$ cat config.mk
export PLATFORM = sky130hd
export DESIGN_NAME = slap_video_top
export DESIGN_NICKNAME = d
export VERILOG_FILES = /design/src/slap_pkg.sv /design/src/slap_video_top.sv /design/src/layer_mixer.sv /design/src/scroll_adder.sv /design/src/cpu_reg_decode.sv /design/src/video_timing.sv
export VERILOG_INCLUDE_DIRS = /design/src /design/src/src
export SDC_FILE = /design/constraint.sdc
export NUM_CORES = 2
export LEC_CHECK = 0
export BUFFER_PORTS_ARGS = -buffer_cell sky130_fd_sc_hd__buf_2
export CORE_MARGIN = 5
export CORE_UTILIZATION = 40
export CTS_CLUSTER_DIAMETER = 120
export DETAILED_ROUTE_END_ITERATION = 7
export GPL_TIMING_DRIVEN = 0
export PLACE_DENSITY = 0.64
export SLEW_MARGIN = 30
export SYNTH_ARGS = -nofsm -noshare
export SYNTH_HDL_FRONTEND = slang
export SYNTH_SLANG_ARGS = --single-unit
export TNS_END_PERCENT = 20
$ cat constraint.sdc
create_clock -name pixel_clk -period 5 [get_ports pixel_clk]
set_input_delay 0.5 -clock pixel_clk [delete_from_list [all_inputs] [get_ports pixel_clk]]
set_output_delay 0.5 -clock pixel_clk [all_outputs]
set_load 0.1 [all_outputs]
$ cat src/slap_defines.svh
// Slap Fight video backbone constants
// raster geometry, sync windows, CPU register page and palette layout

`ifndef SLAP_DEFINES_SVH
`define SLAP_DEFINES_SVH

// ========================================
// raster geometry
// ========================================
`define SLAP_H_TOTAL       384     // pixel clocks per line
`define SLAP_H_ACTIVE      256     // visible pixels
`define SLAP_HSYNC_START   288     // hsync window, pixel counts
`define SLAP_HSYNC_END     320
`define SLAP_V_TOTAL       264     // lines per frame
`define SLAP_V_ACTIVE      224     // visible lines
`define SLAP_VSYNC_START   240     // vsync window, line counts
`define SLAP_VSYNC_END     244

// ========================================
// CPU bus map
// ========================================
`define SLAP_REG_HSCRL_LO  0       // hscroll bits 7:0
`define SLAP_REG_HSCRL_HI  1       // hscroll bit 8
`define SLAP_REG_VSCRL     2
`define SLAP_REG_FLIP      3       // bit 0 only
`define SLAP_PAL_BASE      'h200   // 256 entries x 2 bytes from here

// field widths
`define SLAP_ADDR_W        10
`define SLAP_DATA_W        8
`define SLAP_HC_W          9       // horizontal coordinate
`define SLAP_VC_W          8       // vertical coordinate
`define SLAP_VCNT_W        9       // line counter, 264 lines need 9 bits
`define SLAP_PAL_DEPTH     256

`endif
$ cat src/slap_pkg.sv
// Slap Fight video types
// coordinates, CPU write bus, raster bundle, layer pixel codes and colour

`include "slap_defines.svh"

package slap_pkg;

	typedef logic [`SLAP_HC_W-1:0]   hcoord_t;
	typedef logic [`SLAP_VC_W-1:0]   vcoord_t;
	typedef logic [`SLAP_ADDR_W-1:0] cpu_addr_t;
	typedef logic [`SLAP_DATA_W-1:0] cpu_data_t;

	// plain CPU write, strobe is high for one pixel_clk
	typedef struct packed {
		cpu_addr_t addr;
		cpu_data_t data;
		logic      we;
	} cpu_wr_t;

	typedef struct packed {
		hcoord_t h;     // 9 bit, bit 8 from its own register
		vcoord_t v;
	} scroll_t;

	typedef struct packed {
		hcoord_t h;     // flipped when screen flip set
		vcoord_t v;
		logic    hsync;
		logic    vsync;
		logic    hblank;
		logic    vblank;
	} raster_t;

	// ========================================
	// layer pixel code, two decodes of one byte
	// ========================================
	typedef struct packed {
		logic [5:0] pal;
		logic [1:0] pen;    // 0 = transparent
	} char_code_t;          // foreground

	typedef struct packed {
		logic [3:0] pal;
		logic [3:0] pen;    // 0 = transparent
	} spr_code_t;           // sprites and background

	typedef union packed {
		logic [7:0] raw;    // palette index as a whole
		char_code_t chr;
		spr_code_t  spr;
	} pix_code_t;

	typedef struct packed {
		logic [3:0] r;
		logic [3:0] g;
		logic [3:0] b;
	} rgb_t;

	typedef struct packed {
		logic [7:0] idx;
		rgb_t       rgb;
		logic       we;     // one cycle
	} pal_wr_t;

endpackage

$ cat src/slap_video_top.sv
// Slap Fight video backbone, top level
// timing, CPU register decode, background scroll adder and colour mixer;
// the layer generators sit outside and use the coordinates given out here

`timescale 1ns/10ps

module slap_video_top (
	input  logic                pixel_clk,
	input  logic                RESET_n,
	input  slap_pkg::cpu_wr_t   cpu_wr_i,
	input  slap_pkg::pix_code_t fg_i,
	input  slap_pkg::pix_code_t sp_i,
	input  slap_pkg::pix_code_t bg_i,
	output slap_pkg::hcoord_t   hpix_o,
	output slap_pkg::vcoord_t   vpix_o,
	output slap_pkg::hcoord_t   bg_h_o,
	output slap_pkg::vcoord_t   bg_v_o,
	output slap_pkg::rgb_t      rgb_o,
	output logic                hsync_o,
	output logic                vsync_o,
	output logic                hblank_o,
	output logic                vblank_o
);

	slap_pkg::raster_t raster;
	slap_pkg::scroll_t scroll;
	slap_pkg::pal_wr_t pal_wr;
	logic              flip;
	logic              blank;

	video_timing u_timing (
		.pixel_clk (pixel_clk),
		.RESET_n   (RESET_n),
		.flip_i    (flip),
		.raster_o  (raster)
	);

	cpu_reg_decode u_regs (
		.pixel_clk (pixel_clk),
		.RESET_n   (RESET_n),
		.cpu_wr_i  (cpu_wr_i),
		.scroll_o  (scroll),
		.flip_o    (flip),
		.pal_wr_o  (pal_wr)
	);

	scroll_adder u_scroll (
		.pixel_clk (pixel_clk),
		.RESET_n   (RESET_n),
		.raster_i  (raster),
		.scroll_i  (scroll),
		.bg_h_o    (bg_h_o),
		.bg_v_o    (bg_v_o)
	);

	assign blank = raster.hblank | raster.vblank;   // either blank kills colour

	layer_mixer u_mixer (
		.pixel_clk (pixel_clk),
		.RESET_n   (RESET_n),
		.fg_i      (fg_i),
		.sp_i      (sp_i),
		.bg_i      (bg_i),
		.pal_wr_i  (pal_wr),
		.blank_i   (blank),
		.rgb_o     (rgb_o)
	);

	// raster out to the pins and the layer generators
	assign hpix_o   = raster.h;
	assign vpix_o   = raster.v;
	assign hsync_o  = raster.hsync;
	assign vsync_o  = raster.vsync;
	assign hblank_o = raster.hblank;
	assign vblank_o = raster.vblank;

endmodule

$ cat src/layer_mixer.sv
// Layer priority mixer and colour lookup
// fg over sprites over background by pen transparency, then a
// 256 x 12 palette RAM lookup, black while blanked

`timescale 1ns/10ps
`include "slap_defines.svh"

module layer_mixer (
	input  logic                pixel_clk,
	input  logic                RESET_n,
	input  slap_pkg::pix_code_t fg_i,
	input  slap_pkg::pix_code_t sp_i,
	input  slap_pkg::pix_code_t bg_i,
	input  slap_pkg::pal_wr_t   pal_wr_i,
	input  logic                blank_i,    // hblank | vblank
	output slap_pkg::rgb_t      rgb_o
);

	slap_pkg::pix_code_t col_d;
	slap_pkg::pix_code_t col_q;     // colour register
	logic                blank_q;   // blank, stage 1
	slap_pkg::rgb_t      rgb_q;     // stage 2
	slap_pkg::rgb_t      pal_mem [`SLAP_PAL_DEPTH];

	// ========================================
	// priority select
	// ========================================
	always_comb begin
		if (fg_i.chr.pen != 2'b00)
			col_d = fg_i;               // char pen in 1:0
		else if (sp_i.spr.pen != 4'h0)
			col_d = sp_i;               // sprite pen in 3:0
		else
			col_d = bg_i;               // bg always shows through
	end

	always_ff @(posedge pixel_clk or negedge RESET_n) begin
		if (!RESET_n) begin
			col_q   <= '0;
			blank_q <= 1'b0;
		end else begin
			col_q   <= col_d;
			blank_q <= blank_i;         // follows the code down the pipe
		end
	end

	// ========================================
	// palette RAM
	// ========================================
	always_ff @(posedge pixel_clk) begin
		if (pal_wr_i.we)
			pal_mem[pal_wr_i.idx] <= pal_wr_i.rgb;
	end

	// registered read, two cycles after the codes
	always_ff @(posedge pixel_clk or negedge RESET_n) begin
		if (!RESET_n)
			rgb_q <= '0;
		else if (blank_q)
			rgb_q <= '0;                // black outside visible area
		else
			rgb_q <= pal_mem[col_q.raw];
	end

	assign rgb_o = rgb_q;

endmodule

$ cat src/scroll_adder.sv
// Background scroll adder
// adds the scroll registers to the raster coordinates, giving the
// coordinates the background tile generator addresses with

`timescale 1ns/10ps

module scroll_adder (
	input  logic              pixel_clk,
	input  logic              RESET_n,
	input  slap_pkg::raster_t raster_i,
	input  slap_pkg::scroll_t scroll_i,
	output slap_pkg::hcoord_t bg_h_o,
	output slap_pkg::vcoord_t bg_v_o
);

	slap_pkg::hcoord_t h_sum;
	slap_pkg::vcoord_t v_sum;

	// ========================================
	// wrapped sums
	// ========================================
	// carry out of the top bit is dropped, so h wraps at 512 and v at 256
	assign h_sum = raster_i.h + scroll_i.h;
	assign v_sum = raster_i.v + scroll_i.v;

	// one cycle behind the raster coordinates
	always_ff @(posedge pixel_clk or negedge RESET_n) begin
		if (!RESET_n) begin
			bg_h_o <= '0;
			bg_v_o <= '0;
		end else begin
			bg_h_o <= h_sum;
			bg_v_o <= v_sum;
		end
	end

endmodule

$ cat src/cpu_reg_decode.sv
// CPU register decode for the video backbone
// scroll registers and flip latch in the register page, palette bytes
// paired into one 12-bit palette write

`timescale 1ns/10ps
`include "slap_defines.svh"

module cpu_reg_decode (
	input  logic              pixel_clk,
	input  logic              RESET_n,
	input  slap_pkg::cpu_wr_t cpu_wr_i,
	output slap_pkg::scroll_t scroll_o,
	output logic              flip_o,
	output slap_pkg::pal_wr_t pal_wr_o
);

	localparam slap_pkg::cpu_addr_t REG_HLO  = slap_pkg::cpu_addr_t'(`SLAP_REG_HSCRL_LO);
	localparam slap_pkg::cpu_addr_t REG_HHI  = slap_pkg::cpu_addr_t'(`SLAP_REG_HSCRL_HI);
	localparam slap_pkg::cpu_addr_t REG_V    = slap_pkg::cpu_addr_t'(`SLAP_REG_VSCRL);
	localparam slap_pkg::cpu_addr_t REG_FLIP = slap_pkg::cpu_addr_t'(`SLAP_REG_FLIP);
	localparam slap_pkg::cpu_addr_t PAL_BASE = slap_pkg::cpu_addr_t'(`SLAP_PAL_BASE);

	slap_pkg::cpu_addr_t pal_off;   // byte offset into palette area
	logic                pal_hit;
	logic [7:0]          even_q;    // red/green byte waiting for its blue half
	logic [7:0]          idx_q;
	slap_pkg::rgb_t      rgb_q;
	logic                we_q;

	// ========================================
	// register page
	// ========================================
	always_ff @(posedge pixel_clk or negedge RESET_n) begin
		if (!RESET_n) begin
			scroll_o <= '0;
			flip_o   <= 1'b0;
		end else if (cpu_wr_i.we) begin
			case (cpu_wr_i.addr)
				REG_HLO:  scroll_o.h[7:0] <= cpu_wr_i.data;
				REG_HHI:  scroll_o.h[8]   <= cpu_wr_i.data[0];
				REG_V:    scroll_o.v      <= cpu_wr_i.data;
				REG_FLIP: flip_o          <= cpu_wr_i.data[0];
				default:  ;                     // palette or unmapped
			endcase
		end
	end

	// ========================================
	// palette byte pairing
	// ========================================
	assign pal_off = cpu_wr_i.addr - PAL_BASE;
	assign pal_hit = cpu_wr_i.we && (cpu_wr_i.addr >= PAL_BASE);

	always_ff @(posedge pixel_clk or negedge RESET_n) begin
		if (!RESET_n)
			we_q <= 1'b0;
		else
			we_q <= pal_hit && pal_off[0];     // odd byte completes entry
	end

	always_ff @(posedge pixel_clk) begin
		if (pal_hit && !pal_off[0])
			even_q <= cpu_wr_i.data;           // r in 7:4, g in 3:0
		if (pal_hit && pal_off[0]) begin
			idx_q <= pal_off[8:1];
			rgb_q <= '{r: even_q[7:4], g: even_q[3:0], b: cpu_wr_i.data[3:0]};
		end
	end

	assign pal_wr_o = '{idx: idx_q, rgb: rgb_q, we: we_q};

endmodule

$ cat src/video_timing.sv
// Slap Fight video timing
// pixel and line counters, screen flip on the given-out coordinates,
// sync and blank from plain counter compares
// everything leaves through one registered raster bundle

`timescale 1ns/10ps
`include "slap_defines.svh"

module video_timing (
	input  logic              pixel_clk,
	input  logic              RESET_n,
	input  logic              flip_i,     // screen flip level
	output slap_pkg::raster_t raster_o
);

	typedef logic [`SLAP_VCNT_W-1:0] vcnt_t;

	// compare points, sized to the counters
	localparam slap_pkg::hcoord_t H_LAST   = slap_pkg::hcoord_t'(`SLAP_H_TOTAL - 1);
	localparam slap_pkg::hcoord_t H_ACT    = slap_pkg::hcoord_t'(`SLAP_H_ACTIVE);
	localparam slap_pkg::hcoord_t HS_START = slap_pkg::hcoord_t'(`SLAP_HSYNC_START);
	localparam slap_pkg::hcoord_t HS_END   = slap_pkg::hcoord_t'(`SLAP_HSYNC_END);
	localparam vcnt_t             V_LAST   = vcnt_t'(`SLAP_V_TOTAL - 1);
	localparam vcnt_t             V_ACT    = vcnt_t'(`SLAP_V_ACTIVE);
	localparam vcnt_t             VS_START = vcnt_t'(`SLAP_VSYNC_START);
	localparam vcnt_t             VS_END   = vcnt_t'(`SLAP_VSYNC_END);

	slap_pkg::hcoord_t hcnt;    // pixel within line
	vcnt_t             vcnt;    // line within frame
	logic              h_wrap;
	logic              v_wrap;
	logic              hsync_d;
	logic              vsync_d;
	logic              hblank_d;
	logic              vblank_d;

	// ========================================
	// counters
	// ========================================
	assign h_wrap = (hcnt == H_LAST);
	assign v_wrap = (vcnt == V_LAST);

	always_ff @(posedge pixel_clk or negedge RESET_n) begin
		if (!RESET_n) begin
			hcnt <= '0;
			vcnt <= '0;
		end else begin
			if (h_wrap) begin
				hcnt <= '0;
				// line steps only at end of line
				vcnt <= v_wrap ? '0 : vcnt + 1'b1;
			end else begin
				hcnt <= hcnt + 1'b1;
			end
		end
	end

	// ========================================
	// sync / blank compares
	// ========================================
	assign hsync_d  = (hcnt >= HS_START) && (hcnt < HS_END);
	assign vsync_d  = (vcnt >= VS_START) && (vcnt < VS_END);
	assign hblank_d = (hcnt >= H_ACT);     // right of visible area
	assign vblank_d = (vcnt >= V_ACT);     // below last visible line

	// coords and flags from the same counter state, so they stay aligned
	always_ff @(posedge pixel_clk or negedge RESET_n) begin
		if (!RESET_n) begin
			raster_o <= '0;                    // same as count 0, flip off
		end else begin
			// flipped screen counts backwards, i.e. bitwise complement
			raster_o.h      <= hcnt ^ {$bits(slap_pkg::hcoord_t){flip_i}};
			raster_o.v      <= vcnt[$bits(slap_pkg::vcoord_t)-1:0]
				^ {$bits(slap_pkg::vcoord_t){flip_i}};
			raster_o.hsync  <= hsync_d;
			raster_o.vsync  <= vsync_d;
			raster_o.hblank <= hblank_d;
			raster_o.vblank <= vblank_d;
		end
	end

endmodule

==> run metrics <==
status finished with violations; failing checks negative setup slack; WHS 0.103 ns; DP HPWL 319 mm; crit path kind reg2reg; commonest non-fill, non-tap cell in the layout edfxtp_1; CTS root buffer clkbuf_16; worst setup path start u_mixer.col_q[4]$_DFF_PN0_; Row Count 204; Post-Syn Nets 5971; Setup Skew 0.0806 ns; Synth Flop Type edfxtp_1; RSZ-0062 raised after global routing yes; Crit path max-delay family buffers and inverters; Routed WL 451 mm; antenna violations before repair 43; largest net degree at the start of global routing 68; fin nets 6677; commonest cells after routing, fill and taps aside 3100 x edfxtp_1, 622 x mux4_2, 368 x mux2i_1, 334 x clkbuf_16, 208 x nor2_2; post-layout util between 40% and 50%; Vias 70.5k; Ports 95; Post-synth ARST share approximately 3%; Synth Warn # 0; final number of hold-violating endpoints 0; full die area 322000 um^2; top-area cell type share of the netlist area about three quarters; Tmin final approximately 5.4 ns; share of layout cells above drive strength 1 between 20 and 30%; top cells by area, synth edfxtp_1 75%, mux4_2 11%, mux2i_1 3.0%; CTS H-Tree Depth 5; CP endpoint kind register; gr ovfl total 0; design area 145000 um^2; CP most frequent cell buf_2; Worst slew margin roughly a fifth; Overall Power 0.0581 W; clk_lat worst skew 0.94 ns; CTS Buffer Depth 4; Post-DP Area 135000 um^2; drt pass-1 iters 6; Initial Utilization 40.2%; setup ws final -0.383 ns; Max FO, Critical Path 10; DRC errors left 0; worst vdd ir about 0.00028 V; final setup vio count 12; setup bufs post-CTS 0; Post-Syn Instances 5905; Max Transition Viols Final 0; # Max-Cap Violations 0; CP Launch Type register; core area roughly 310000 um^2; IO buf count 94; GR Util All Layers between 20% and 30%; syn avg cell area 21.1 um^2; Post-synth EDFFs 3100; Syn Std Cell Area 124000 um^2; Detailed Route Iter0 Violations 13.2k; worst hold path type in2async; slowest cell on the critical path clkbuf_1; top achievable clock speed roughly 190 MHz; number of global-route vias before repair 67.0k; CTS sink count between 3k and 4k; setup TNS -1.82 ns; worst slew pin tran 1.17 ns; CTS tree done; Max stage delay on crit path 0.82 ns; Routed Antenna Nets 0; flip-flop and latch count after synthesis 3196; per-cell routed wire length between 40 and 50 um; vias per cell 6.40; Num CTS Buffers 323; R2R Path Start u_mixer.col_q[4]$_DFF_PN0_; number of distinct library cells after synthesis 74; die width 568 um; area leader, netlist edfxtp_1; die height 568 um; gp weighted congestion roughly 1.1; Req. time, crit path around 5.7 ns; Seq/Total Area, Yosys 76.8%; fin crit share 108%; Leak approximately 47 nW; worst path cell trace buf_2, buf_2, clkbuf_1, nor2_2, clkbuf_2, a22oi_1, a21oi_2, o22ai_1, o22ai_2; WP data arrival 6.07 ns; Buffers & Inverters on Critical Path 4; Worst-path clk slew 0.06 ns; Area Growth Syn to Fin 17.0%; global-route wire length before repair 596 mm; power per cell area 400 nW/um^2
## cells in the mapped netlist, drive strengths merged, types with 14 or more instances
library cell  number
a2111oi           21
a211oi            43
a21oi             93
a22oi             33
and2              23
and3              17
buf              214
clkbuf           132
dfrtp             96
edfxtp          3100
ha                19
inv               14
mux2              37
mux2i            368
mux4             647
nand2            123
nand3             56
nand4             32
nor2             320
nor2b             15
nor3              43
nor4              15
o21ai             68
o221ai           133
o22ai             92
o31ai             14
xnor2             16
xor2              25
## per-layer routing
metal / global-route usage, % / vias up / wire [um]
met1: 34.0 / 36800 / 154000
met5: 0.132 / - / 332
met4: 17.7 / 16 / 37000
met3: 11.9 / 1394 / 68300
li1: - / 26100 / -
met2: 38.9 / 6136 / 191000
## through the flow
step / setup slack (ns) / std cells
2_1_floorplan: 0.954 / 5905
3_3_place_gp: -3.25 / 10100
3_5_place_dp: -0.602 / 10400
4_1_cts: -0.0800 / 11000
5_1_grt: -0.0515 / 11000
6_report: -0.383 / 11000
## final timing paths
| kind | end | slack (ns) | cells past startpoint |
|---|---|---|---|
| setup / recovery | u_mixer.rgb_o[10]$_DFF_PN0_ | -0.38 | 9 |
| hold / removal | u_scroll.bg_h_o[7]$_DFF_PN0_ | 0.10 | 2 |
| setup reg to reg | u_mixer.rgb_o[10]$_DFF_PN0_ | -0.38 | 9 |
| hold reg to reg | u_regs.pal_wr_o[5]$_DFFE_PP_ | 0.39 | 0 |
| max in group asynchronous | u_scroll.bg_v_o[0]$_DFF_PN0_ | 4.16 | 3 |
| min in group pixel_clk | u_regs.even_q[0]$_DFFE_PP_ | 0.18 | 3 |
## worst register-to-register path, cell delays in order, from the launching register on
cell and delay (ns):
dfrtp_1 0.48, buf_2 0.36, buf_2 0.58, clkbuf_1 0.86, nor2_2 0.40, clkbuf_2 0.56, a22oi_1 0.78, a21oi_2 0.34
o22ai_1 0.46, o22ai_2 0.33
## where the power goes
group / leakage [nW] / internal [W] / total [W] / switching [W]
Combinational: 13.3 / 0.00136 / 0.00471 / 0.00336
Clock: 5.01 / 0.0137 / 0.0242 / 0.0105
Sequential: 29.1 / 0.0292 / 0.0292 / 0.0000497
Total: 47.4 / 0.0443 / 0.0581 / 0.0139
## cell families after synthesis
kind of cell | Yosys count | share of synthesized area, %
adders and majority gates | 21 | 0.223
DFF | 3196 | 76.8
AOI/OAI and AO/OA | 546 | 3.14
buffers and inverters | 361 | 1.97
and+or+nand+nor | 688 | 2.51
xor gates and xnor gates | 41 | 0.289
muxes | 1052 | 15.1
## layout make-up
cell class / count / area, um^2
antenna: 34 / 85.1
buffer: 345 / 2520
timing repair buffer: 382 / 4370
tap: 4120 / 5150
clock buffer: 402 / 8640
inverter: 15 / 57.6
sequential: 3196 / 95500
clock inverter: 166 / 1670
fill: 25300 / 164000
multi-input combinational: 2348 / 27500
## what timing repair did
item | 4_1_cts | 5_1_grt
resized for setup | 11 | 10
setup endpoints to repair | 6 | 6
hold buffers | 34 | 0
hold endpoints to repair | 129 | 0
## sequential cells by signal (all words and copies together) (netlist names)
name               cells
u_regs.flip_o          1
u_scroll.bg_h_o        9
u_mixer.col_q          8
u_mixer.blank_q        1
u_mixer.rgb_o         12
u_scroll.bg_v_o        8
u_regs.pal_wr_o       12
u_regs.idx_q           8
u_timing.hcnt          9
u_timing.raster_o     21
u_regs.scroll_o       17
u_mixer.pal_mem     3072
u_regs.even_q          8
u_regs.we_q            1
u_timing.vcnt          9
Note: power is estimated with default switching activity, not from simulation.
